$ cat config.mk
export PLATFORM = sky130hd
export DESIGN_NAME = link_test_regs
export DESIGN_NICKNAME = d
export VERILOG_FILES = /design/src/hw/link_test_pkg.sv /design/src/hw/link_test_regs.sv
export SDC_FILE = /design/constraint.sdc
export NUM_CORES = 1
export LEC_CHECK = 0
export BUFFER_PORTS_ARGS = -buffer_cell sky130_fd_sc_hd__buf_2
export CAP_MARGIN = 20
export CORE_MARGIN = 3
export CORE_UTILIZATION = 40
export DETAILED_ROUTE_END_ITERATION = 12
export PLACE_DENSITY = 0.82
export SLEW_MARGIN = 20
export SYNTH_ARGS = -nofsm -noshare
export SYNTH_HDL_FRONTEND = slang
export SYNTH_SLANG_ARGS = --single-unit
$ cat constraint.sdc
create_clock -name clk -period 1.25 [get_ports clk]
set_input_delay 0.1875 -clock clk [delete_from_list [all_inputs] [get_ports clk]]
set_output_delay 0.1875 -clock clk [all_outputs]
set_load 0.03 [all_outputs]
$ cat src/hw/link_test_pkg.sv
// Shared sizes, register map and config/status types for the SPI link self-test.
// The LFSR polynomial is fixed at x^15+x^14+1. Seeds are never zero once in the register block.
package link_test_pkg;

    // ======================================================================
    // Sizes
    // ======================================================================
    // LFSR width, feedback enters bit 0
    localparam int prbs_width = 15;
    // Bits per compared byte
    localparam int byte_bits = 8;

    // ======================================================================
    // Register map on a 2-bit address
    // ======================================================================
    localparam logic [1:0] addr_ctrl  = 2'd0;
    localparam logic [1:0] addr_seed  = 2'd1;
    localparam logic [1:0] addr_err   = 2'd2;
    localparam logic [1:0] addr_bytes = 2'd3;

    // Configuration seen by the engine, generator and checker
    typedef struct packed {
        logic                  enable;
        logic                  external_loop;
        logic [prbs_width-1:0] seed;
    } link_cfg_t;

    // Counters returned from the checker to the registers
    typedef struct packed {
        logic [7:0]  error_count;
        logic [15:0] byte_count;
    } link_status_t;

endpackage

$ cat src/hw/link_test_regs.sv
// Register block for the link self-test. Writes take effect on the wr_en edge, reads are
// combinational. A zero seed is stored as 1 so the LFSR never locks up.
module link_test_regs (
    input  logic                       clk,
    input  logic                       rst,
    input  logic                       wr_en,
    input  logic [1:0]                 addr,
    input  logic [15:0]                wdata,
    output logic [15:0]                rdata,
    input  link_test_pkg::link_status_t status,
    output link_test_pkg::link_cfg_t    cfg,
    output logic                       clear_count
);

    logic wr_ctrl;
    logic wr_seed;
    logic [link_test_pkg::prbs_width-1:0] seed_in;

    assign wr_ctrl = wr_en && (addr == link_test_pkg::addr_ctrl);
    assign wr_seed = wr_en && (addr == link_test_pkg::addr_seed);

    // Substitute 1 for an all-zero seed
    assign seed_in = (wdata[link_test_pkg::prbs_width-1:0] == '0) ?
                     link_test_pkg::prbs_width'(1) : wdata[link_test_pkg::prbs_width-1:0];

    // ======================================================================
    // Configuration and clear pulse
    // ======================================================================
    always_ff @(posedge clk or posedge rst) begin
        if (rst) begin
            cfg.enable        <= 1'b0;
            cfg.external_loop <= 1'b0;
            cfg.seed          <= link_test_pkg::prbs_width'(1);
            clear_count       <= 1'b0;
        end else begin
            // Bit 2 of a control write is a command, not stored
            clear_count <= wr_ctrl && wdata[2];
            if (wr_ctrl) begin
                cfg.enable        <= wdata[0];
                cfg.external_loop <= wdata[1];
            end
            if (wr_seed) begin
                cfg.seed <= seed_in;
            end
        end
    end

    // ======================================================================
    // Read mux
    // ======================================================================
    always_comb begin
        case (addr)
            link_test_pkg::addr_ctrl:  rdata = {14'd0, cfg.external_loop, cfg.enable};
            link_test_pkg::addr_seed:  rdata = {1'b0, cfg.seed};
            link_test_pkg::addr_err:   rdata = {8'd0, status.error_count};
            link_test_pkg::addr_bytes: rdata = status.byte_count;
            default:                   rdata = '0;
        endcase
    end

endmodule

==> out/results.ini <==
[clock_tree]
root_buffer=clkbuf_4
clock_tree_from_tritoncts=built
worstSkewPairLatency_ns=0.28
clk_pin_slew_worst_paths_ns=0.10
cts_buffer_depth=2
cts_buffers=3
clock_sink_count=18
cts.htree.levels=1

[floorplanning]
io-pin-count=79
initial_standard_cell_utilization_of_the_core=0.4291
floorplan.rows=18
die_w_um=58.02
core_area_mm2=0.002522
die-area_mm2=0.003366
fp.dieH_um=58.02

[timing]
timing_max_transition_violations_final=0
fin_worst_hold_slack_ns=0.1389
timing.clock.skew_ns=0
final.period_utilization=1.232
timing.slew.headroom=0.7201
setup_viol=5
rsz0062_at_grt=yes
worst_pin_slew_ns=0.4160
final_critical_path_setup_slack_ns=-0.2894
achievable-frequency_mhz=649.6
post_layout_min_period_ns=1.539
timing_hold_violations_final=0

[logic_synthesis]
post-synth-top-count-cell=dfrtp_1
avgSynthCellArea_um2=13.20
synth_top_family_by_area=multiplexers
ys_async_sr_fraction=1.000
ys_ff_latch=18
share_of_synthesized_area_spent_on_multiplexers=0.3665
yosysWarningCount=0
sequential_fraction_of_the_synthesis_area=0.4173
synth_nets=127
synthSimpleGateAreaFrac=0.1145
synth_largest_area_cell=dfrtp_1
yosys-top-cells-area=dfrtp_1 (39%), mux2_2 (14%), mux2_4 (12%), mux2i_1 (6.5%), a22o_1 (4.9%)
syn_inst=82
adder_cell_share_of_the_synthesized_area=0
synth-compound-area-share=0.05780
synthesis.area_mm2=0.001082
synth_xor_xnor_area_share=0
yosys.area.top_type_share=0.3931
netlist-cell-type-count=22
ys_flop_type=dfrtp_1
synth-edff-count=0
ys_top_cells_by_count=dfrtp_1 (17), mux2_2 (13), mux2_4 (9)

[pwr]
power_per_cell_area_mw_per_mm2=1221
p_leak_nw=0.9652
power.total_mw=2.199
irDropWorstVdd_uv=854.3

[finish]
insertedDiodeCount=0
n_fill_cell=190
final_util=0.7138
design.final.nets=226
layout-area-overhead-vs-synth_pct=66.36
drive_gt1_frac=0.7667

[critical_path]
timing.critical_path.to_type=output pin
path_max_fanout=2
setup.worst_path.class=register to output pin
critical_path_required_ns=1.06
critPathArrivalTime_ns=1.35
critPathLaunchType=register

[drt]
totalWireLength_um=3397
antenna_violating_nets_post_route=0
drt-pass1-iter-count=5
detail_route.vias_per_cell=5.171
drcViolationCount=0
num_vias=1086
drt_iter0_markers=27
route.detailed.wl_per_inst_um=16.18

[placed_design]
post-dp-hpwl_um=2422
place.port_buffers=77
finalWeightedCongestion=0.8146

[outcome]
outcome=finished with violations
violations=setup timing

[global_route]
grt_util_all_layers=0.1913
grt_pass1_wl_um=4961
vias_in_the_first_global_route=1127
grt.overflow.total=0
largest_net_degree_at_the_start_of_global_routing=16
antenna_found_initial=0

[flow_run]
maxCapViolCount=0

[min_path]
min_path_type=input pin to register

==> state kept, by name (all words and copies together) (netlist names) <==
| name | flops |
|---|---|
| cfg | 17 |
| clear_count | 1 |
==> power breakdown <==
part           internal, mW  switching (mW)
combinational         0.546           0.602
sequential            0.693          0.0668
clock                 0.124           0.168
total                  1.36           0.837
==> timing repair <==
action	CTS	global route
pin swaps	0	0
setup buffers	13	2
endpoints found under the setup margin	15	16
hold endpoints to repair	7	0
resized for setup	18	22
hold buffers	1	0
==> worst max-delay path, stage by stage, from the launching register on <==
cell and delay (ns):
dfrtp_2 0.43, mux4_2 0.49, buf_6 0.16
==> logic make-up (layout without fill, tap and decap cells) <==
| logic type | count (synthesis) | after routing |
|---|---|---|
| AND/OR/NAND/NOR | 18 | 18 |
| AO/OA/AOI/OAI | 8 | 8 |
| flip-flops | 18 | 18 |
| buffers and inverters | 7 | 105 |
| multiplexers | 31 | 31 |
==> placed cells by master, fill, tap and decap left out, drive strengths merged <==
master,count
dfstp,1
nor3,1
nor2b,8
nor3b,1
mux2i,7
inv,1
nand3b,1
a21oi,2
and3,1
nor2,1
dfrtp,17
dlygate4sd3,1
nand4,1
and2,1
nor4,3
mux4,2
a22o,6
buf,98
clkbuf,5
mux2,22
==> through the flow <==
step	std cells	cell area [um2]	TNS, ns	setup slack, ns
finish	210	1800	-0.6609	-0.2894
global route	210	1800	-1.060	-0.3236
CTS	208	1735	-0.5747	-0.2705
detailed placement	190	1546	-1.314	-0.07827
global placement	190	1546	-0.6128	-0.03669
floorplan	82	1102	-0.01049	-0.01049
==> area by class of cell <==
class,instances,area [um2],area share
multi-input combinational,57,603.1,0.3350
clock buffer,4,26.28,0.01459
inverter,1,3.754,0.002085
tap,30,37.54,0.02085
timing repair buffer,100,675.6,0.3753
sequential,18,454.2,0.2523
==> worst paths after layout <==
check	from	endpoint	slack (ns)	cells past startpoint
min	wdata[2]	clear_count	0.14	2
min in group asynchronous	rst	cfg[12]	0.39	3
max in group asynchronous	rst	cfg[5]	0.38	4
max reg2reg	cfg[16]	cfg[16]	0.21	3
max	cfg[1]	rdata[1]	-0.29	2
min reg2reg	cfg[8]	cfg[8]	0.55	1
==> layer usage <==
| metal | part of all wire | GRT usage | vias to the layer above |
|---|---|---|---|
| met2 | 0.56 | 0.3774 | 59 |
| li1 | - | - | 502 |
| met1 | 0.33 | 0.1974 | 511 |
| met3 | 0.077 | 0.03341 | 14 |
| met5 | 0 | 0 | - |
| met4 | 0.033 | 0.06954 | 0 |
Note: power is estimated with default switching activity, not from simulation.
